File: src/mem_types_pkg.sv
`default_nettype none
// --------------------------------------------------------------------
// Packet memory types: word address, data word and access request
// --------------------------------------------------------------------
package mem_types_pkg;

    typedef logic [6:0]  addr_t;
    typedef logic [63:0] mem_data_t;

    // One access per cycle, read when wr is low
    typedef struct packed {
        logic      req;
        logic      wr;
        addr_t     addr;
        mem_data_t data;
    } mem_req_t;

endpackage
`default_nettype wire

File: src/slot_alloc.sv
`timescale 1ns/1ps
`default_nettype none
// --------------------------------------------------------------------
// Slot allocator: free list of slot base addresses
// --------------------------------------------------------------------
module slot_alloc
    import mem_types_pkg::*;
#(
    parameter int NUM_SLOTS  = 8,
    parameter int SLOT_WORDS = 16
) (
    input  wire logic  clk,
    input  wire logic  srst,
    output addr_t      slot_addr,
    output logic       slot_vld,
    input  wire logic  slot_take,
    input  wire addr_t free_addr,
    input  wire logic  free_vld
);
    localparam int PTR_W = (NUM_SLOTS > 1) ? $clog2(NUM_SLOTS) : 1;

    typedef logic [PTR_W-1:0]               ptr_t;
    typedef logic [$clog2(NUM_SLOTS+1)-1:0] cnt_t;
    typedef enum logic {FILL, RUN} state_t;

    state_t state;
    addr_t  fifo_mem [NUM_SLOTS];
    ptr_t   wr_ptr;
    ptr_t   rd_ptr;
    cnt_t   count;
    addr_t  fill_addr;
    logic   push;
    logic   pop;
    addr_t  push_addr;

    function automatic ptr_t ptr_inc(input ptr_t p);
        return (p == ptr_t'(NUM_SLOTS - 1)) ? '0 : p + 1'b1;
    endfunction

    // No packet can finish during FILL, so no release competes with it
    assign push      = (state == FILL) || free_vld;
    assign push_addr = (state == FILL) ? fill_addr : free_addr;
    assign pop       = slot_take && (count != '0);

    // Head stays put until taken, pushes land at the tail
    assign slot_addr = fifo_mem[rd_ptr];
    assign slot_vld  = (count != '0);

    always_ff @(posedge clk) begin
        if (srst) begin
            state     <= FILL;
            wr_ptr    <= '0;
            rd_ptr    <= '0;
            count     <= '0;
            fill_addr <= '0;
        end else begin
            if (state == FILL) begin
                fill_addr <= fill_addr + addr_t'(SLOT_WORDS);
                if (wr_ptr == ptr_t'(NUM_SLOTS - 1)) begin
                    state <= RUN;
                end
            end
            if (push) begin
                wr_ptr <= ptr_inc(wr_ptr);
            end
            if (pop) begin
                rd_ptr <= ptr_inc(rd_ptr);
            end
            count <= count + cnt_t'(push) - cnt_t'(pop);
        end
    end

    always_ff @(posedge clk) begin
        if (push) begin
            fifo_mem[wr_ptr] <= push_addr;
        end
    end

endmodule
`default_nettype wire

File: config.mk
export PLATFORM = sky130hd
export DESIGN_NAME = slot_alloc
export DESIGN_NICKNAME = d
export VERILOG_FILES = /design/src/mem_types_pkg.sv /design/src/slot_alloc.sv
export SDC_FILE = /design/constraint.sdc
export NUM_CORES = 1
export LEC_CHECK = 0
export BUFFER_PORTS_ARGS = -buffer_cell sky130_fd_sc_hd__buf_2
export CAP_MARGIN = 20
export CORE_ASPECT_RATIO = 1.1
export CORE_MARGIN = 2
export CORE_UTILIZATION = 54
export DETAILED_ROUTE_END_ITERATION = 16
export PLACE_DENSITY_LB_ADDON = 0.3
export SYNTH_ARGS = -nofsm -noshare
export SYNTH_HDL_FRONTEND = slang
export SYNTH_SLANG_ARGS = --single-unit
File: constraint.sdc
create_clock -name clk -period 2.05 [get_ports clk]
set_input_delay 0.41 -clock clk [delete_from_list [all_inputs] [get_ports clk]]
set_output_delay 0.41 -clock clk [all_outputs]
set_load 0.01 [all_outputs]
==> impl_metrics.toml <==
[run_status]
status = "complete, but fails checks"
violations = "setup timing"

[placement]
finalWeightedCongestion = 0.761
io_buffers = 18
place_hpwl_mm = 3.50
placed_cell_area_mm2 = 0.00330

[timing]
period_minus_slack_ps = 2240
grt_setup_unrepaired = "yes"
finalCritPeriodShare_pct = 109
clock-skew-final_ps = 7.05
fmax_mhz = 447
tightest_slew_ps = 469
maxSlewViolCount = 0
setup_violations = 7
hold_viol_final = 0
setup_ws_ps = -185
relSlewSlack_pct = 68.7
finalSetupTns_ps = -1090

[pwr]
ir_worst_vdd_v = 0.000676
p_per_area_mw_per_mm2 = 1100
leakage_uw = 0.00132

[clock_tree]
clock-root-buffer = "clkbuf_8"
htreeDepth = 3
cts_buffers = 9
cts_tree = "done"
clock_sinks = 73
cts_max_path_buffers = 2
holdBufCountCts = 0
clk_latency_ps = 330
clk_pin_slew_ps = 80

[cells_and_area]
drive_gt1_share_pct = 38.1
antenna_cells = 0
areaGrowthSynthToFinish_pct = 18.7
fillers = 397
final_area_mm2 = 0.00360
final_nets = 243

[critical_path]
rr_worst_depth = 10
cp-end-kind = "output port"
arrival_ps = 1830
r2r_end = "count[1]"
crit_type = "reg -> out"
cp.buffers_inverters = 2
max_stage_delay_ps = 520
crit_path_end = "slot_addr[5]"
cp.required_ps = 1640
critical-path-top-delay-family = "multiplexers"
cp-start-kind = "flop"
crit_slowest_cell = "mux4_2"
path_depth = 4
crit_chain = "buf_16 -> mux4_2 -> mux2_4 -> buf_6"
cp_max_fo = 7
ff2ff_setup_slack_ps = 10
rr_startpoint = "count[2]"

[die]
start_util_pct = 56.2
core_area_mm2 = 0.00540
die_h_um = 82.6
design.die.area_mm2 = 0.00623
rows = 28
die_w_um = 75.5
io_pins = 19

[route]
routed_wl_mm = 5.52
wl_per_cell_um = 18.3
viasPerCell = 5.44
drt_iter0_drc = 173
drcViolationCount = 0
ant_nets = 0
drt_pass1_iterations = 4
vias = 1636

[yosys]
synthCells = 180
ys_seq_area_share_pct = 66.7
ys_ff_latch = 73
syn_area_mm2 = 0.00303
ys_top_cells_by_area = "edfxtp_1 (55%), mux4_1 (12%), dfxtp_1 (11%)"
synth_cell_types = 29
netlist.area_leader.share_pct = 55.4
ys.warnings.count = 0
synth_nets = 202
synth.avg_cell_area_um2 = 16.8
synth.largest_area_cell = "edfxtp_1"

[global_routing]
antenna_found_initial = 0
grt_use_met2_pct = 33.7
grt_max_degree = 16
busiest_layer = "met2"
grt_pass1_vias = 1724
gr-total-overflow = 0
grt_use_met3_pct = 7.28
grt_util_all_layers_pct = 20.4
grt_first_pass_wirelength_mm = 8.67
grt_use_met1_pct = 24.2

[job]
drv_cap = 0

[min_path]
min-delay-start = "slot_take"
hold_class = "in -> reg"
placed cells by master, fill, tap and decap left out, types with 2 or more instances in the layout:
cell type   instances
nand3_1             2
mux4_2             14
a21oi_1             8
nor3_1              2
bufinv_16           2
nor2b_1             2
o21ai_0             3
mux2_2              5
nor2_1             15
nand2b_1            5
buf_6               7
edfxtp_1           56
buf_4              16
inv_1               6
and2_1              4
nand2_1             6
ha_1                8
clkbuf_8            9
dfxtp_1            15
mux2_4              5
buf_2              11
inv_2               3
xor2_1              2
clkinvlp_4          4
flip-flops by register name (all words and copies together) (netlist names), named ones only:
register and cells:
count 4, rd_ptr 3, fill_addr 3, state 1, fifo_mem 56, wr_ptr 3
cells by family (layout without fill, tap and decap cells):
family / after synthesis / in the layout / share of synthesized area, %
AO/OA/AOI/OAI: 12 / 12 / 2.10
XOR/XNOR: 3 / 3 / 0.866
adder cells (fa/ha/maj): 11 / 11 / 4.79
buffers and inverters: 15 / 61 / 2.64
flip-flops: 73 / 73 / 66.7
multiplexers: 25 / 25 / 16.2
AND/OR/NAND/NOR: 41 / 41 / 6.77
worst min-delay path: cells and delay by family:
family                 cells  cell delay (ps)
AOI/OAI and AO/OA          1               80
buffers and inverters      1              110
and+or+nand+nor            1               80
Yosys cell counts:
master	n
xor2_1	2
or3_1	1
nand3b_1	1
nor2b_1	2
nand2_1	6
o21ai_0	3
a21oi_1	8
buf_1	1
a31o_2	1
fa_1	1
mux4_1	14
nand4b_1	1
mux2_2	10
or4_1	1
mux2i_1	1
nor3_1	2
clkbuf_1	3
ha_1	10
nor2_1	15
edfxtp_1	56
xnor2_1	1
nand3_1	2
buf_6	1
inv_1	9
buf_12	1
dfxtp_1	17
nand2b_1	5
nor3b_1	1
and2_1	4
timing repair:
item,4_1_cts,5_1_grt
pin swaps,1,4
resized for setup,30,8
endpoints found under the setup margin,9,9
setup buffers,1,1
gates cloned,1,0
report_power, final:
part / internal [uW] / total, uW / switching (uW)
logic: 540 / 941 / 401
clock network: 682 / 1200 / 518
registers: 1720 / 1840 / 113
how the worst min path moves through the flow:
stage | endpoint | slack (ps) | depth (start not counted)
4_1_cts | flop | 380 | 3
3_3_place_gp | wr_ptr[2] | 470 | 2
5_1_grt | flop | 370 | 3
6_report | flop | 400 | 3
2_1_floorplan | wr_ptr[2] | 450 | 2
3_5_place_dp | wr_ptr[2] | 480 | 2
through the flow:
stage,instances,utilization (%),worst slack [ps],power [uW],hold slack [ps]
finish,301,66.7,-185,3980,397
detailed placement,282,61.2,-115,2570,478
floorplan,180,-,101,2330,451
global route,301,66.7,-241,4150,373
global placement,282,61.2,41.4,2500,469
CTS,300,66.3,-190,3950,376
routing by layer:
layer  vias up  wire [um]
met5         -          0
met4         0        102
met3        10        268
met2        49       2990
met1       819       2160
li1        758          -
cell type report:
| cell class | instances | area, um^2 | share of cell area, % |
|---|---|---|---|
| timing repair buffer | 36 | 302 | 8.37 |
| multi-input combinational | 92 | 926 | 25.7 |
| clock buffer | 9 | 124 | 3.44 |
| inverter | 9 | 33.8 | 0.938 |
| sequential | 73 | 2030 | 56.3 |
| clock inverter | 7 | 95.1 | 2.64 |
| tap | 75 | 93.8 | 2.61 |
Note: power is estimated with default switching activity, not from simulation.
