File: src/mem_types_pkg.sv
`default_nettype none
// --------------------------------------------------------------------
// Packet memory types: word address, data word and access request
// --------------------------------------------------------------------
package mem_types_pkg;

    typedef logic [6:0]  addr_t;
    typedef logic [63:0] mem_data_t;

    // One access per cycle, read when wr is low
    typedef struct packed {
        logic      req;
        logic      wr;
        addr_t     addr;
        mem_data_t data;
    } mem_req_t;

endpackage
`default_nettype wire

File: src/pkt_types_pkg.sv
`default_nettype none
// --------------------------------------------------------------------
// Packet types: data words, descriptors and per-packet fate reporting
// --------------------------------------------------------------------
package pkt_types_pkg;
    import mem_types_pkg::*;

    localparam int DATA_BYTES = 8;

    typedef logic [8*DATA_BYTES-1:0] data_t;
    typedef logic [2:0]              mty_t;
    typedef logic [7:0]              meta_t;
    typedef logic [11:0]             size_t;

    // Fate of a finished input packet
    typedef enum logic [2:0] {
        OK    = 3'd0,
        ERR   = 3'd1,
        SHORT = 3'd2,
        LONG  = 3'd3,
        OFLOW = 3'd4
    } status_t;

    typedef struct packed {
        data_t data;
        logic  sop;
        logic  eop;
        mty_t  mty;   // empty bytes, valid on eop only
        logic  err;
        meta_t meta;
    } pkt_word_t;

    typedef struct packed {
        addr_t addr;  // slot base
        size_t size;
        meta_t meta;
    } desc_t;

    typedef struct packed {
        size_t   size;
        status_t status;
    } pkt_event_t;

endpackage
`default_nettype wire

File: src/packet_write.sv
`timescale 1ns/1ps
`default_nettype none
// --------------------------------------------------------------------
// Packet writer: stores packets into slots, classifies each one and
// issues descriptors for good packets and an event for every packet
// --------------------------------------------------------------------
module packet_write
    import pkt_types_pkg::*, mem_types_pkg::*;
#(
    parameter int SLOT_WORDS    = 16,
    parameter int MIN_PKT_BYTES = 16,
    parameter bit DROP_ERRORED  = 1
) (
    input  wire logic      clk,
    input  wire logic      srst,
    input  wire pkt_word_t in_word,
    input  wire logic      in_vld,
    output logic           in_rdy,
    input  wire addr_t     slot_addr,
    input  wire logic      slot_vld,
    output logic           slot_take,
    output mem_req_t       mem_req,
    input  wire logic      mem_gnt,
    output desc_t          desc,
    output logic           desc_vld,
    output pkt_event_t     evt,
    output logic           evt_vld
);
    typedef logic [$bits(size_t)-1:0] word_cnt_t;
    typedef enum logic [1:0] {SOP, MOP, FLUSH} state_t;

    state_t    state;
    word_cnt_t word_cnt;
    logic      slot_held;
    logic      has_slot;
    logic      store;
    logic      accept;
    logic      last_fit;
    size_t     pkt_size;
    status_t   pkt_status;

    // --------------------------------------------------------------------
    // Input handshake and memory write
    // --------------------------------------------------------------------
    // Slot head does not move while held, so it doubles as the base
    assign has_slot = (state == SOP) ? slot_vld : slot_held;
    assign store    = has_slot && (state != FLUSH);

    // Stored words wait for a grant, dropped words are taken at once
    assign in_rdy   = store ? mem_gnt : in_vld;
    assign accept   = in_vld && in_rdy;
    assign last_fit = (word_cnt == word_cnt_t'(SLOT_WORDS - 1));

    assign mem_req = '{
        req:  in_vld && store,
        wr:   1'b1,
        addr: slot_addr + addr_t'(word_cnt),
        data: in_word.data
    };

    // --------------------------------------------------------------------
    // Classification at eop
    // --------------------------------------------------------------------
    always_comb begin
        pkt_size = size_t'((word_cnt + 1'b1) * DATA_BYTES) - size_t'(in_word.mty);
        // err is taken from the eop word
        if (DROP_ERRORED && in_word.err) begin
            pkt_status = ERR;
        end else if (!has_slot) begin
            pkt_status = OFLOW;
        end else if (state == FLUSH) begin
            pkt_status = LONG;
        end else if (pkt_size < size_t'(MIN_PKT_BYTES)) begin
            pkt_status = SHORT;
        end else begin
            pkt_status = OK;
        end
    end

    assign evt_vld   = accept && in_word.eop;
    assign evt       = '{size: pkt_size, status: pkt_status};
    assign desc_vld  = evt_vld && (pkt_status == OK);
    assign desc      = '{addr: slot_addr, size: pkt_size, meta: in_word.meta};
    // Dropped packets leave their slot at the allocator head for reuse
    assign slot_take = desc_vld;

    // --------------------------------------------------------------------
    // FSM and word count
    // --------------------------------------------------------------------
    always_ff @(posedge clk) begin
        if (srst) begin
            state     <= SOP;
            word_cnt  <= '0;
            slot_held <= 1'b0;
        end else if (accept) begin
            if (in_word.eop) begin
                state    <= SOP;
                word_cnt <= '0;
            end else begin
                word_cnt <= word_cnt + 1'b1;
                if (state == SOP) begin
                    state     <= MOP;
                    slot_held <= slot_vld;
                end else if ((state == MOP) && last_fit) begin
                    // Slot is full and more is coming
                    state <= FLUSH;
                end
            end
        end
    end

endmodule
`default_nettype wire

File: config.mk
export PLATFORM = sky130hd
export DESIGN_NAME = packet_write
export DESIGN_NICKNAME = d
export VERILOG_FILES = /design/src/mem_types_pkg.sv /design/src/pkt_types_pkg.sv /design/src/packet_write.sv
export SDC_FILE = /design/constraint.sdc
export NUM_CORES = 1
export LEC_CHECK = 0
export ABC_AREA = 1
export BUFFER_PORTS_ARGS = -buffer_cell sky130_fd_sc_hd__buf_4
export CORE_MARGIN = 2
export CORE_UTILIZATION = 35
export CTS_CLUSTER_SIZE = 10
export DETAILED_ROUTE_END_ITERATION = 6
export GPL_ROUTABILITY_DRIVEN = 1
export PLACE_DENSITY_LB_ADDON = 0.25
export SLEW_MARGIN = 20
export SYNTH_ARGS = -nofsm -noshare
export SYNTH_HDL_FRONTEND = slang
export SYNTH_SLANG_ARGS = --single-unit
File: constraint.sdc
create_clock -name clk -period 2.6 [get_ports clk]
set_clock_uncertainty 0.05 [all_clocks]
set_input_delay 0 -clock clk [delete_from_list [all_inputs] [get_ports clk]]
set_output_delay 0 -clock clk [all_outputs]
set_load 0.005 [all_outputs]
==> impl_metrics.ini, run 1 <==
[run_status]
status = finished clean

[synthesis]
synth_edf_count = 0
synth_fa_ha_area_frac = 0.0578
async_reset_ff_frac = 0
yosys.area_share.simple = 0.299
ys_ff_latch = 15
synthFlopType = dfxtp_1
syn-num-nets = 452
syn_avg_cell_area_um2 = 6.52
synth-compound-area-share = 0.0703
ys_seq_area_frac = 0.131
synthMuxAreaShare = 0
postSynthCellCount = 352
netlist_area_um2 = 2290
synth_top_family_by_area = buffers and inverters
yosysUniqueCellTypes = 32
yosysWarnings = 0
synth_xor_area_frac = 0.0496

[power_and_ir_drop]
internal_power_uw = 519
switching_share = 0.306
p_leak_uw = 0.00142
clkPwrFrac = 0.268
p_per_area_nw_per_um2 = 256
switchingPower_uw = 229
combPwrFrac = 0.413
p_seq_frac = 0.319
ir_worst_vdd_uv = 163

[placed_design]
dpl.hpwl_um = 3740
portBuffers = 62
placedCellCount = 396
gp_congestion = 0.837

[sta]
rsz0062_at_grt = false
finalSetupTns_ns = 0
slew_violations = 0
hold_violations = 0
fmax_ghz = 0.424
setup_violations = 0
period_minus_slack_ns = 2.36
timing.final.crit_share = 0.906

[cts]
clkLatencyLatePin_ns = 0.26
htree_levels = 1
clkTransAtPathRegs_ns = 0.07
cts_buffers = 3
cts_setup_buffers = 0
cts.sinks = 15
cts_tree = done
clock_path_buffers = 2
clock-root-buffer = clkbuf_8

[grt]
met2_usage = 0.252
grt_pass1_wl_um = 8180
use_met3 = 0.0204
overflow = 0
busiest_layer = met2
gr-usage-met1 = 0.165
grt_pass1_vias = 1873
grtUsageTotal = 0.136
antenna_found_initial = 0
grt_max_degree = 14

[route]
viasPerCell = 4.58
drt_pass1_iterations = 5
drc_errors = 0
vias = 2167
wirelength_um = 5370
wire_per_inst_um = 11.3
ant_nets = 0
drtIter0Drc = 63

[layout]
drive_above_1_share = 0.260
n_fill_cell = 667
final_util = 0.461
fin_nets = 497
final_cells = 473
syn2layout_area_growth_pct = 27.5
antenna_cells = 0

[worst_setup_path]
cp_max_fo = 7
cp.required_ns = 2.55
startpoint_type = flip-flop
critPathKind = flip-flop to output pin
crit_arrival_ns = 2.31
endpoint_kind = output pin
rr_worst_depth = 11

[floorplanning]
start_util = 0.361
die_w_um = 85.0
core_area_um2 = 6350
row_count = 29
io_pins = 209
fp.dieH_um = 85.0
die-area_um2 = 7220

[hold_path]
hold_depth = 4
min_path_type = input pin to flip-flop

[job]
drv_cap = 0
metrics by stage:
step                setup slack (ns)  total power [uW]  hold slack (ns)  instance area, um2
floorplan                      0.712               458          -0.0189                2290
global placement               0.518               453          -0.0500                2140
detailed placement             0.464               454          -0.0500                2140
CTS                            0.176               756           0.0284                2920
global route                  0.0107               796           0.0403                2930
finish                         0.244               749           0.0280                2930
registers in the layout, summed over array words and instances, names as in the netlist:
signal,count
slot_held,1
word_cnt,12
state,2
layout by cell type (no fill, tap or decap), types with 2 or more instances in the layout:
cell type,count
o21ai_1,4
inv_1,36
inv_2,7
a21oi_1,16
dlygate4sd3_1,73
nor4_1,2
clkbuf_8,3
xnor2_1,5
xor2_1,8
ha_1,8
nand2_1,73
nor2_2,5
nand4_1,6
nand2_2,8
dfxtp_1,15
o21ai_0,4
nand3_2,3
o21ai_2,2
buf_4,64
nand3_1,14
nor2_1,21
nor3_1,2
nor2_4,6
power by group through the flow:
stage	Combinational, uW	Sequential, uW	Clock [uW]
after floorplan	215	244	0
after global placement	209	244	0
after detailed placement	210	244	0
after CTS	312	239	206
after global routing	339	239	218
final	309	239	201
final timing paths:
| kind | from | end | slack, ns |
|---|---|---|---|
| setup / recovery | word_cnt[0] | desc_vld | 0.24 |
| setup reg to reg | state[1] | slot_held | 0.82 |
| hold reg to reg | slot_held | slot_held | 0.46 |
| hold / removal | in_word[12] | word_cnt[1] | 0.03 |
cells in the mapped netlist, types with 3 or more instances:
cell type,number,area share
nor2_1,21,0.034
xnor2_1,5,0.019
o21ai_1,4,0.0087
inv_2,7,0.011
dfxtp_1,15,0.13
a21oi_1,16,0.035
nand2_2,8,0.022
buf_4,95,0.31
o21ai_0,4,0.0087
nand4_1,6,0.016
nand3_2,3,0.013
nor2_4,6,0.029
inv_1,36,0.059
nand3_1,14,0.031
ha_1,9,0.049
xor2_1,8,0.031
nor2_2,5,0.014
nand2_1,73,0.12
critical path, stage by stage, from the launching register on:
cell     delay, ns
dfxtp_1       0.47
ha_2          0.28
nand2_1       0.12
nor2_4        0.14
nand2_2       0.07
nand2_4       0.10
inv_4         0.05
o21ai_2       0.04
nand2_1       0.09
nor2_1        0.14
nand2_1       0.08
nor2_2        0.12
nand2_2       0.09
nand2_1       0.07
nor2_1        0.05
buf_4         0.13
timing repair:
action | 4_1_cts | 5_1_grt
gates resized for setup | 0 | 1
hold buffers | 73 | 0
setup endpoints to repair | 0 | 3
hold endpoints to repair | 81 | 0
per-layer routing:
metal	vias to the layer above	part of all wire
li1	1083	-
met1	956	0.40
met2	124	0.51
met3	4	0.081
met4	0	0.0082
met5	-	0
kinds of logic after synthesis:
kind of cell | after synthesis
flip-flops | 15
XOR/XNOR | 13
other | 1
adder cells (fa/ha/maj) | 10
AND/OR/NAND/NOR | 143
buffers and inverters | 141
AO/OA/AOI/OAI | 29
final cells by class:
| cell class | instances | area, um2 | area share |
|---|---|---|---|
| clock buffers | 3 | 41.3 | 0.0141 |
| inverters | 44 | 168 | 0.0573 |
| well taps | 77 | 96.3 | 0.0329 |
| flip-flops and latches | 15 | 300 | 0.103 |
| repair buffers | 137 | 1210 | 0.414 |
| multi-input cells | 196 | 1100 | 0.376 |
| clock inverters | 1 | 7.51 | 0.00257 |
Power figures use the tool's default switching activity.
==> run 2: changes to the inputs <==
ABC_AREA = not set   (was 1)
CORE_ASPECT_RATIO = 0.8   (was not set)
RECOVER_POWER = 25   (was not set)
==> impl_metrics.ini, run 2 <==
[run_status]
status = finished with violations
violations = setup timing

[synthesis]
yosysWarnings = 0
ys_seq_area_frac = 0.137
postSynthCellCount = 283
synth_top_area_frac = 0.325
synth.most_common_cell = buf_4
synth_area_leader_cell = buf_4
syn_avg_cell_area_um2 = 7.76
yosysUniqueCellTypes = 43
synthFlopType = dfxtp_1
synth.area.top_cells = buf_4 32%, dfxtp_1 14%, xnor2_1 6.4%
yosys-top-cells-count = 95 x buf_4, 23 x nor2_1, 18 x a21oi_1, 16 x xnor2_1, 15 x dfxtp_1
ys_ff_latch = 15
synth_edf_count = 0
async_reset_ff_frac = 0
netlist_area_um2 = 2200
syn-num-nets = 383

[worst_setup_path]
cp_max_fo = 4
r2r_end = slot_held
rr_worst_depth = 7
crit_start = word_cnt[0]
endpoint_kind = output pin
startpoint_type = flip-flop
cp.required_ns = 2.55
crit_arrival_ns = 2.58
reg2reg_from = state[0]
critPathKind = flip-flop to output pin
r2r_slack_ns = 0.50

[sta]
setup_violations = 2
fmax_ghz = 0.380
period_minus_slack_ns = 2.63
rsz0062_at_grt = true
hold_violations = 0
timing.final.crit_share = 1.01
slew_violations = 0
fin_ws_ns = -0.0316
worst_hold_slack_ns = 0.0585

[route]
viasPerCell = 4.59
wl_met3_um = 342
drc_errors = 0
top_layer = met4
drt_pass1_iterations = 4
wirelength_um = 5530
ant_nets = 0
met2WireLength_um = 2810
vias = 1927
wire_per_inst_um = 13.2
drtIter0Drc = 94
wl_met1_um = 2310

[hold_path]
hold_start = in_word[12]
min_to = word_cnt[1]
min_path_type = input pin to flip-flop
hold_depth = 3

[layout]
top_regs = word_cnt (12), state (2), slot_held (1)
antenna_cells = 0
syn2layout_area_growth_pct = 36.4
drive_above_1_share = 0.307
top_register = word_cnt
fin_nets = 440
layout_commonest_cell = dlygate4sd3_1
final_cell_mix = 74 x dlygate4sd3_1, 71 x buf_4, 23 x nor2_1
stdcell_area_um2 = 3000
largest_reg_flops = 12
final_cells = 420
final_util = 0.502

[cts]
htree_levels = 1
clkLatencyLatePin_ns = 0.26
cts.sinks = 15
clock_path_buffers = 2
clkTransAtPathRegs_ns = 0.06
cts_buffers = 3
clock-root-buffer = clkbuf_8
cts_tree = done

[power_and_ir_drop]
power_uw = 736
ir_worst_vdd_uv = 164
p_per_area_nw_per_um2 = 245
p_leak_uw = 0.00130

[job]
drv_cap = 0

[floorplanning]
die-area_um2 = 6930
io_pins = 209
row_count = 25
start_util = 0.368
core_area_um2 = 5970
fp.dieH_um = 74.9
die_w_um = 92.6

[grt]
grt_pass1_vias = 1573
grtUsageTotal = 0.141
grt_max_degree = 15
overflow = 0
grt_pass1_wl_um = 7640
antenna_found_initial = 0

[placed_design]
placedCellCount = 333
gp_congestion = 0.809
post_dp_cell_area_um2 = 2060
dpl.hpwl_um = 3360
portBuffers = 62
-- run 2: cell types whose count changed in the layout (fill, tap and decap cells not counted), moves of 5 or more --
| cell | delta |
|---|---|
| nand2_1 | -64 |
| inv_1 | -25 |
| xnor2_1 | +9 |
| clkbuf_4 | +8 |
| nand2_2 | -8 |
| nand3_1 | -8 |
| buf_4 | +7 |
| inv_2 | -7 |
| nor2_4 | -6 |
| nor2_2 | -5 |
-- run 2: worst max-delay path by stage --
stage | end | slack [ns] | cells after the start
CTS | desc_vld | -0.13 | 8
detailed placement | evt[1] | 0.09 | 9
global route | slot_take | -0.14 | 8
global placement | evt[1] | 0.16 | 9
finish | desc_vld | -0.03 | 8
floorplan | slot_take | 0.24 | 8
-- run 2: metrics by stage --
stage	setup WS (ns)	setup TNS, ns
6_report	-0.0316	-0.0626
5_1_grt	-0.143	-0.342
4_1_cts	-0.135	-0.373
3_5_place_dp	0.0890	0
3_3_place_gp	0.156	0
2_1_floorplan	0.244	0
-- run 2: kinds of logic (layout without fill, tap and decap cells) --
| logic type | Yosys count | after routing | share of synthesized area |
|---|---|---|---|
| AO/OA/AOI/OAI | 40 | 40 | 0.113 |
| flip-flops | 15 | 15 | 0.137 |
| AND/OR/NAND/NOR | 74 | 74 | 0.191 |
| XOR/XNOR | 26 | 26 | 0.110 |
| other | 1 | 1 | 0.00171 |
| multiplexers | 2 | 2 | 0.00968 |
| buffers and inverters | 115 | 171 | 0.376 |
| adder cells (fa/ha/maj) | 10 | 10 | 0.0604 |
-- run 2: timing repair --
| item | CTS | global route |
|---|---|---|
| pin swaps | 0 | 7 |
| buffers inserted | 0 | 9 |
| hold endpoints to repair | 84 | 0 |
| setup endpoints to repair | 3 | 3 |
| hold buffers | 74 | 0 |
| gates resized for setup | 1 | 17 |
-- run 2: where the power goes --
group          total, uW  internal, uW  switching, uW
clock network        198           109           89.0
registers            238           233           4.68
logic                300           183            117
total                736           525            211
-- run 2: cell type report --
| class | count | area (um2) |
|---|---|---|
| Timing Repair Buffer | 156 | 1360 |
| Inverter | 11 | 41.3 |
| Clock buffer | 4 | 45.0 |
| Fill cell | 579 | 2980 |
| Multi-Input combinational cell | 153 | 1140 |
| Sequential cell | 15 | 308 |
| Tap cell | 81 | 101 |
-- run 2: routing by layer --
| layer | up-vias | GRT usage |
|---|---|---|
| met1 | 878 | 0.191 |
| li1 | 962 | - |
| met5 | - | 0 |
| met3 | 5 | 0.0250 |
| met4 | 0 | 0.0498 |
| met2 | 82 | 0.228 |
-- run 2: worst max-delay path: stages (launching register included) --
cell and delay (ns):
dfxtp_4 0.35, ha_4 0.16, xnor2_1 0.33, a31oi_1 0.20, o31ai_4 0.28, xor2_2 0.27
nor4_4 0.09, a2111oi_2 0.45, buf_4 0.18
