File: config.mk
export PLATFORM = sky130hd
export DESIGN_NAME = mem_arbiter
export DESIGN_NICKNAME = d
export VERILOG_FILES = /design/src/mem_types_pkg.sv /design/src/mem_arbiter.sv
export SDC_FILE = /design/constraint.sdc
export NUM_CORES = 1
export LEC_CHECK = 0
export BUFFER_PORTS_ARGS = -buffer_cell sky130_fd_sc_hd__buf_4
export CORE_AREA = 10 10 98 66
export CTS_BUF_LIST = sky130_fd_sc_hd__clkbuf_8
export CTS_CLUSTER_DIAMETER = 50
export DETAILED_ROUTE_END_ITERATION = 8
export DIE_AREA = 0 0 108 76
export GPL_TIMING_DRIVEN = 0
export PLACE_DENSITY_LB_ADDON = 0.08
export SYNTH_ARGS = -nofsm -noshare
export SYNTH_HDL_FRONTEND = slang
export SYNTH_SLANG_ARGS = --single-unit
export TNS_END_PERCENT = 30
File: constraint.sdc
create_clock -name clk -period 1.2 [get_ports clk]
set_clock_uncertainty 0.05 [all_clocks]
set_input_delay 0 -clock clk [delete_from_list [all_inputs] [get_ports clk]]
set_output_delay 0 -clock clk [all_outputs]
set_load 0.03 [all_outputs]
File: src/mem_types_pkg.sv
`default_nettype none
// --------------------------------------------------------------------
// Packet memory types: word address, data word and access request
// --------------------------------------------------------------------
package mem_types_pkg;

    typedef logic [6:0]  addr_t;
    typedef logic [63:0] mem_data_t;

    // One access per cycle, read when wr is low
    typedef struct packed {
        logic      req;
        logic      wr;
        addr_t     addr;
        mem_data_t data;
    } mem_req_t;

endpackage
`default_nettype wire

File: src/mem_arbiter.sv
`timescale 1ns/1ps
`default_nettype none
// --------------------------------------------------------------------
// Memory arbiter: one access per cycle, alternating writer and reader
// --------------------------------------------------------------------
module mem_arbiter
    import mem_types_pkg::*;
(
    input  wire logic     clk,
    input  wire logic     srst,
    input  wire mem_req_t wr_req,
    output logic          wr_gnt,
    input  wire mem_req_t rd_req,
    output logic          rd_gnt,
    output mem_req_t      mem_req
);
    logic rd_first;
    logic contested;

    assign contested = wr_req.req && rd_req.req;
    assign wr_gnt    = wr_req.req && !(contested && rd_first);
    assign rd_gnt    = rd_req.req && !wr_gnt;

    // Idle cycles pass the writer request, whose req is low then
    assign mem_req = rd_gnt ? rd_req : wr_req;

    // Loser of a contested cycle wins the next one
    always_ff @(posedge clk) begin
        if (srst) begin
            rd_first <= 1'b0;
        end else if (contested) begin
            rd_first <= !rd_first;
        end
    end

endmodule
`default_nettype wire

==> results of run 1 <==
-- metrics by stage --
| stage | setup WS (ps) | hold WS (ps) | instances | TNS (ps) | total power, mW |
|---|---|---|---|---|---|
| after global placement | -246 | 98.7 | 376 | -16680 | 1.76 |
| after global routing | -161 | 107 | 378 | -10590 | 2.08 |
| after CTS | -121 | 101 | 378 | -7980 | 2.00 |
| final | -132 | 99.1 | 378 | -8680 | 1.99 |
| after detailed placement | -273 | 102 | 376 | -17970 | 1.77 |
| after floorplan | -42.8 | 15.0 | 88 | -2900 | 1.03 |
-- critical path: stages (launching register included) --
cell	delay, ps
dfxtp_2	320
o21ai_4	170
buf_12	170
buf_12	150
mux2_4	310
buf_6	140
-- worst paths after layout --
| kind | startpoint | end | slack, ps | cells after the start |
|---|---|---|---|---|
| worst max register to register | rd_first | rd_first | 490 | 2 |
| worst min register to register | rd_first | rd_first | 490 | 2 |
| worst max-delay path | rd_first | mem_req[28] | -130 | 5 |
| worst min-delay path | srst | rd_first | 100 | 2 |
-- per-layer routing --
metal	vias to the layer above	wire length [um]
met5	-	0
met4	0	55
met3	4	891
met2	102	4170
met1	737	2130
li1	779	-
-- synth_stat cells --
cell	number	area, um2
a21oi_1	1	5.00
buf_4	2	15.0
buf_6	5	56.3
dfxtp_1	1	20.0
inv_1	2	7.51
mux2_1	6	67.6
mux2_2	66	743
nand2_1	1	3.75
nor2_1	1	3.75
o21ai_4	1	16.3
or2_2	1	6.26
xor2_1	1	8.76
-- power by group --
part	switching (mW)	total [mW]	internal, mW	leakage (nW)
clock	0	0	0	0
sequential	0.00439	0.0420	0.0376	0.00861
combinational	0.836	1.94	1.11	1.89
total	0.840	1.99	1.15	1.90
-- final cells by class --
type                            instances  area share [%]
Tap cell                               66            2.48
Timing Repair Buffer                  224            59.0
Multi-Input combinational cell         78            33.4
Buffer                                  7            4.21
Inverter                                2           0.225
Sequential cell                         1           0.639
-- logic make-up (layout without fill, tap and decap cells) --
kind of cell / after synthesis / in the layout / synth area share, %
XOR/XNOR: 1 / 1 / 0.919
buffers and inverters: 9 / 233 / 8.27
multiplexers: 72 / 72 / 85.0
flip-flops: 1 / 1 / 2.10
AND/OR/NAND/NOR: 3 / 3 / 1.44
AO/OA/AOI/OAI: 2 / 2 / 2.23
-- timing repair --
action                     4_1_cts  5_1_grt
buffers inserted                 2        0
gates resized for setup         86        0
pin swaps                        1        0
setup endpoints to repair       72       72
hold buffers                     0        0
==> impl_metrics.env, run 1 <==
export IMPL_gr_usage_met1_pct=13.5
export IMPL_grtUsageTotal_pct=15.6
export IMPL_dieArea_mm2=0.00821
export IMPL_final_common_cell="buf_4"
export IMPL_multi_input_area_mm2=0.00111
export IMPL_drv_cap=0
export IMPL_p_leak_nw=1.90
export IMPL_fin_area_mm2=0.00333
export IMPL_vias=1622
export IMPL_die_h_um=76
export IMPL_violations="setup timing"
export IMPL_wirelength_mm=7.24
export IMPL_grt_pass1_wl_mm=10.3
export IMPL_grt_busiest_layer="met2"
export IMPL_met3_usage_pct=6.93
export IMPL_largest_register="rd_first"
export IMPL_synth_cells=88
export IMPL_yosys_register_bits=1
export IMPL_path_max_fanout=10
export IMPL_final_max_slew_viol_count=0
export IMPL_ys_warn_count=0
export IMPL_hp_class="primary input to flop"
export IMPL_vias_per_cell=4.29
export IMPL_timing_fmax_mhz=751
export IMPL_drt_initial_drc_count=21
export IMPL_final_cell_mix="buf_4, buf_6, mux2_4"
export IMPL_portBuffers=222
export IMPL_drc=0
export IMPL_synth_avg_cell_area_um2=10.8
export IMPL_max_slew_margin_rel_pct=90.6
export IMPL_ff_latch_area_um2=21.3
export IMPL_worst_setup_path_type="flop to output pin"
export IMPL_cp_arrival_ps=1280
export IMPL_grt_start_max_net_pins=11
export IMPL_drt_wirelength_per_cell_um=19.1
export IMPL_top_regs="rd_first x1"
export IMPL_drive_above_1_share_pct=98.1
export IMPL_nets=462
export IMPL_clock_latency_ps=0
export IMPL_use_met2_pct=32.3
export IMPL_largest_reg_flops=1
export IMPL_diodes=0
export IMPL_grt_ovfl_total=0
export IMPL_fin_util_pct=69.7
export IMPL_ioPinCount=223
export IMPL_synthesis_nets=236
export IMPL_rows=20
export IMPL_place_congestion=0.764
export IMPL_grt_antenna_before_repair=0
export IMPL_crit_required_ps=1150
export IMPL_cp_end_kind="output pin"
export IMPL_dpl_cell_area_mm2=0.00297
export IMPL_syn_to_final_growth_pct=249
export IMPL_fill_cells=378
export IMPL_worstMarginPinSlew_ps=140
export IMPL_setup_ws_ps=-132
export IMPL_synth_cell_types=12
export IMPL_ir_drop_uv=283
export IMPL_final_hold_violation_count=0
export IMPL_finalCritPeriodShare_pct=111
export IMPL_drt_pass1_iter_count=3
export IMPL_setup_violations=72
export IMPL_antenna_left=0
export IMPL_power_density_mw_per_mm2=596
export IMPL_grt_pass1_vias=1856
export IMPL_syn_area_um2=953
export IMPL_outcome="finished with violations"
export IMPL_core_mm2=0.00478
export IMPL_clk_pin_slew_ps=0
export IMPL_ys_seq_area_share_pct=2.10
export IMPL_fin_crit_ps=1330
export IMPL_rsz0062_at_grt="true"
export IMPL_die_x_um=108
export IMPL_initial_core_util_pct=19.9
export IMPL_start_kind="flop"
Power figures use the tool's default switching activity.
==> inputs of run 2 (changes only) <==
- ABC_AREA: not set -> 1
- CORE_AREA: 10 10 98 66 -> 10 10 99 66
- DIE_AREA: 0 0 108 76 -> 0 0 109 76
==> impl_metrics.env, run 2 <==
export IMPL_outcome="finished clean"
export IMPL_finalCritPeriodShare_pct=97.1
export IMPL_diodes=0
export IMPL_placed_cells=530
export IMPL_setup_violations=0
export IMPL_drt_wirelength_per_cell_um=14.8
export IMPL_clock_latency_ps=0
export IMPL_whs_ps=101
export IMPL_syn_to_final_growth_pct=199
export IMPL_drt_initial_drc_count=67
export IMPL_netlist_top_cells_area="nand2_1, buf_6, buf_2, dfxtp_1, a21oi_4"
export IMPL_syn_area_mm2=0.00101
export IMPL_grt_start_max_net_pins=11
export IMPL_grt_pass1_vias=2220
export IMPL_dieArea_mm2=0.00828
export IMPL_fill_cells=486
export IMPL_synth_most_common_cell="nand2_1"
export IMPL_final_hold_violation_count=0
export IMPL_portBuffers=222
export IMPL_max_slew_margin_rel_pct=91.4
export IMPL_synth_avg_cell_area_um2=4.16
export IMPL_cp_end_kind="output pin"
export IMPL_largest_reg_flops=1
export IMPL_total_power_mw=1.78
export IMPL_yosysTopAreaCell="nand2_1"
export IMPL_synth_top_family_by_area="simple AND/OR/NAND/NOR gates"
export IMPL_drv_cap=0
export IMPL_place_congestion=0.886
export IMPL_ys_seq_area_share_pct=1.99
export IMPL_die_h_um=76
export IMPL_crit_required_ps=1150
export IMPL_largest_register="rd_first"
export IMPL_fin_crit_ps=1170
export IMPL_path_max_fanout=10
export IMPL_yosys_area_share_simple_pct=82.1
export IMPL_nets=619
export IMPL_synth_xor_area_share_pct=0
export IMPL_worst_setup_path_type="flop to output pin"
export IMPL_synth_compound_area_share_pct=4.22
export IMPL_timing_fmax_mhz=858
export IMPL_antenna_left=0
export IMPL_ir_drop_uv=300
export IMPL_dpl_hpwl_mm=7.09
export IMPL_final_cell_mix="buf_4, nand2_1, buf_6"
export IMPL_vias=2251
export IMPL_synth_top_area_share_pct=81.6
export IMPL_start_kind="flop"
export IMPL_final_max_slew_viol_count=0
export IMPL_synthTopCellsByCount="nand2_1, buf_2, buf_6"
export IMPL_drc=0
export IMPL_synth_mux_area_share_pct=0
export IMPL_ioPinCount=223
export IMPL_initial_core_util_pct=20.9
export IMPL_yosys_register_bits=1
export IMPL_grt_pass1_wl_mm=11.5
export IMPL_dpl_cell_area_mm2=0.00281
export IMPL_hp_class="primary input to flop"
export IMPL_drive_above_1_share_pct=57.1
export IMPL_core_mm2=0.00483
export IMPL_power_density_mw_per_mm2=592
export IMPL_synth_cells=242
export IMPL_rows=20
export IMPL_postCtsHoldBufs=0
export IMPL_p_leak_nw=1.87
export IMPL_wirelength_mm=7.91
export IMPL_clk_pin_slew_ps=0
export IMPL_ys_warn_count=0
export IMPL_fin_util_pct=62.3
export IMPL_worstMarginPinSlew_ps=128
export IMPL_die_x_um=109
export IMPL_vias_per_cell=4.21
export IMPL_fin_area_mm2=0.00301
export IMPL_final_cells=535
export IMPL_grt_antenna_before_repair=0
export IMPL_reg2reg_slack_ps=480
export IMPL_synthesis_nets=390
export IMPL_postSynth_asyncResetShare_pct=0
export IMPL_rsz0062_at_grt="true"
export IMPL_grt_ovfl_total=0
export IMPL_drt_pass1_iter_count=4
export IMPL_ys_flop_type="dfxtp_1"
export IMPL_top_regs="rd_first x1"
export IMPL_synth_cell_types=10
export IMPL_synth_edff_count=0
export IMPL_synth_adder_area_share_pct=0
export IMPL_grtUsageTotal_pct=16.7
export IMPL_cp_arrival_ps=1120
export IMPL_final_common_cell="buf_4"
## run 2: changes by cell type in the layout (fill, tap and decap cells not counted), sizes merged, moves of 2 or more
cell and change:
nand2 +218, mux2 -72, buf +10, a21oi +2
## run 2: layout make-up
cell class | instances | area [um2] | share of cell area (%)
repair buffers | 227 | 1800 | 59.9
multi-input cells | 224 | 927 | 30.8
plain buffers | 14 | 158 | 5.24
well taps | 66 | 82.6 | 2.75
flip-flops and latches | 1 | 23.8 | 0.790
inverters | 3 | 13.8 | 0.458
## run 2: per-stage QoR
stage	TNS [ps]	setup WS [ps]
6_report	0	34.8
5_1_grt	-181	-23.9
4_1_cts	-13.9	-7.20
3_5_place_dp	-9260	-196
3_3_place_gp	-7850	-180
2_1_floorplan	-143	-15.9
## run 2: layer usage
layer / vias up / part of all wire (%) / global-route usage, %
met5: - / 0 / 0
met4: 0 / 0.90 / 1.05
li1: 1173 / - / -
met3: 6 / 13 / 8.02
met1: 957 / 33 / 15.5
met2: 115 / 53 / 33.0
## run 2: final timing paths
kind / startpoint / end / depth (start not counted)
worst max-delay path: rd_first / mem_req[5] / 7
worst min-delay path: srst / rd_first / 2
worst max register to register: rd_first / rd_first / 3
worst min register to register: rd_first / rd_first / 2
## run 2: kinds of logic (layout without fill, tap and decap cells)
logic type	count (synthesis)	count (layout)
simple gates	220	220
buf+inv	17	244
compound gates	4	4
flops	1	1
## run 2: worst max-delay path: stages (launching register included)
cell and delay, ps:
dfxtp_4 360, inv_4 40, a21oi_4 120, buf_6 170
buf_8 140, nand2_1 60, nand2_1 80, buf_6 130
## run 2: timing repair
| item | CTS | global route |
|---|---|---|
| pin swaps | 2 | 2 |
| gates resized for setup | 10 | 32 |
| setup buffers | 3 | 2 |
| endpoints found under the setup margin | 71 | 70 |
## run 2: power by group
group / internal [mW] / total (mW) / leakage [nW] / switching [mW]
registers: 0.0356 / 0.0401 / 0.00891 / 0.00445
logic: 0.823 / 1.74 / 1.87 / 0.919
clock network: 0 / 0 / 0 / 0
total: 0.858 / 1.78 / 1.87 / 0.924
==> inputs of run 3 (changes only) <==
- CORE_AREA: 10 10 99 66 -> 2 2 86 88
- CTS_BUF_LIST: sky130_fd_sc_hd__clkbuf_8 -> not set
- DIE_AREA: 0 0 109 76 -> 0 0 88 90
==> impl_metrics.env, run 3 (synthesis gave the netlist of run 2 again) <==
export IMPL_outcome="finished clean"
export IMPL_total_power_mw=1.86
export IMPL_largest_register="rd_first"
export IMPL_nets=620
export IMPL_dieArea_mm2=0.00792
export IMPL_setup_ws_ps=10.1
export IMPL_rsz0062_at_grt="true"
export IMPL_diodes=0
export IMPL_dpl_cell_area_mm2=0.00285
export IMPL_p_leak_nw=1.92
export IMPL_syn_to_final_growth_pct=218
export IMPL_cp_end_kind="output pin"
export IMPL_rows=31
export IMPL_final_common_cell="nand2_1"
export IMPL_final_max_slew_viol_count=0
export IMPL_r2r_start="rd_first"
export IMPL_drt_initial_drc_count=29
export IMPL_top_regs="rd_first x1"
export IMPL_dpl_hpwl_mm=5.30
export IMPL_finalSetupTns_ps=0
export IMPL_grt_pass1_wl_mm=9.18
export IMPL_place_congestion=0.749
export IMPL_postCtsHoldBufs=0
export IMPL_worstMarginPinSlew_ps=187
export IMPL_ir_drop_uv=224
export IMPL_antenna_left=0
export IMPL_grt_antenna_before_repair=0
export IMPL_timing_fmax_mhz=840
export IMPL_hp_class="primary input to flop"
export IMPL_drt_pass1_iter_count=4
export IMPL_ioPinCount=223
export IMPL_portBuffers=222
export IMPL_die_x_um=88
export IMPL_reg2reg_slack_ps=490
export IMPL_initial_core_util_pct=14.3
export IMPL_grt_start_max_net_pins=11
export IMPL_timing_critical_path_from="rd_first"
export IMPL_final_hold_violation_count=0
export IMPL_vias=2248
export IMPL_setup_violations=0
export IMPL_clk_pin_slew_ps=0
export IMPL_start_kind="flop"
export IMPL_timing_rr_end="rd_first"
export IMPL_vias_per_cell=3.95
export IMPL_worst_setup_path_type="flop to output pin"
export IMPL_fill_cells=739
export IMPL_clock_latency_ps=0
export IMPL_multi_input_area_um2=947
export IMPL_wirelength_mm=6.28
export IMPL_path_max_fanout=10
export IMPL_die_h_um=90
export IMPL_final_cell_mix="nand2_1, buf_4, buf_6"
export IMPL_fin_area_mm2=0.00320
export IMPL_core_mm2=0.00702
export IMPL_fin_util_pct=45.6
export IMPL_ff_latch_area_um2=23.8
export IMPL_fin_crit_ps=1190
export IMPL_drive_above_1_share_pct=58.9
export IMPL_largest_reg_flops=1
export IMPL_finalCritPeriodShare_pct=99.2
export IMPL_drc=0
export IMPL_grt_pass1_vias=2087
export IMPL_crit_required_ps=1150
export IMPL_grtUsageTotal_pct=13.8
export IMPL_grt_ovfl_total=0
export IMPL_drv_cap=0
export IMPL_cp_arrival_ps=1140
export IMPL_max_slew_margin_rel_pct=87.5
export IMPL_power_density_mw_per_mm2=581
export IMPL_endpoint="mem_req[36]"
export IMPL_ff2ff_path_depth=3
export IMPL_dp_slack_ps=-260
export IMPL_drt_wirelength_per_cell_um=11.0
## run 3: cell count changes in the layout (fill, tap and decap cells not counted), sizes merged
cell	delta
clkbuf	+1
## run 3: worst min path at each step
stage | start | endpoint | slack [ps] | depth (start not counted)
4_1_cts | srst | rd_first | 100 | 2
5_1_grt | srst | rd_first | 110 | 2
2_1_floorplan | srst | rd_first | 10 | 1
6_report | srst | rd_first | 100 | 2
3_5_place_dp | srst | rd_first | 100 | 2
3_3_place_gp | srst | rd_first | 100 | 2
## run 3: metal layers
layer  part of all wire, %  global-route usage [%]  wire (um)  vias to the layer above
met5                     0                       0          0                        -
met4                  0.62                   0.769         39                        0
met3                    14                    4.22        877                        4
met2                    53                    28.3       3310                      132
met1                    33                    13.6       2050                      940
li1                      -                       -          -                     1172
## run 3: cell type report
class | instances | share of cell area (%)
Tap cell | 99 | 3.87
Multi-Input combinational cell | 224 | 29.6
Buffer | 14 | 4.72
Timing Repair Buffer | 228 | 60.7
Inverter | 3 | 0.430
Sequential cell | 1 | 0.742
## run 3: through the flow
step / hold slack [ps] / instances
global placement: 102 / 563
finish: 97.7 / 569
detailed placement: 104 / 563
global route: 110 / 569
floorplan: 11.7 / 242
CTS: 102 / 569
## run 3: timing repair
item | in CTS | in global routing
gates resized for setup | 7 | 81
pin swaps | 2 | 1
setup endpoints to repair | 73 | 63
setup buffers | 6 | 0
## run 3: power by group
| part | switching (mW) | internal (mW) |
|---|---|---|
| clock | 0 | 0 |
| sequential | 0.00440 | 0.0356 |
| combinational | 0.926 | 0.894 |
## run 3: worst max-delay path: stages, from the launching register on
cell     delay (ps)
dfxtp_4         360
inv_4            40
a21oi_4         200
buf_6           150
buf_8           120
nand2_1          60
nand2_1          70
buf_6           130
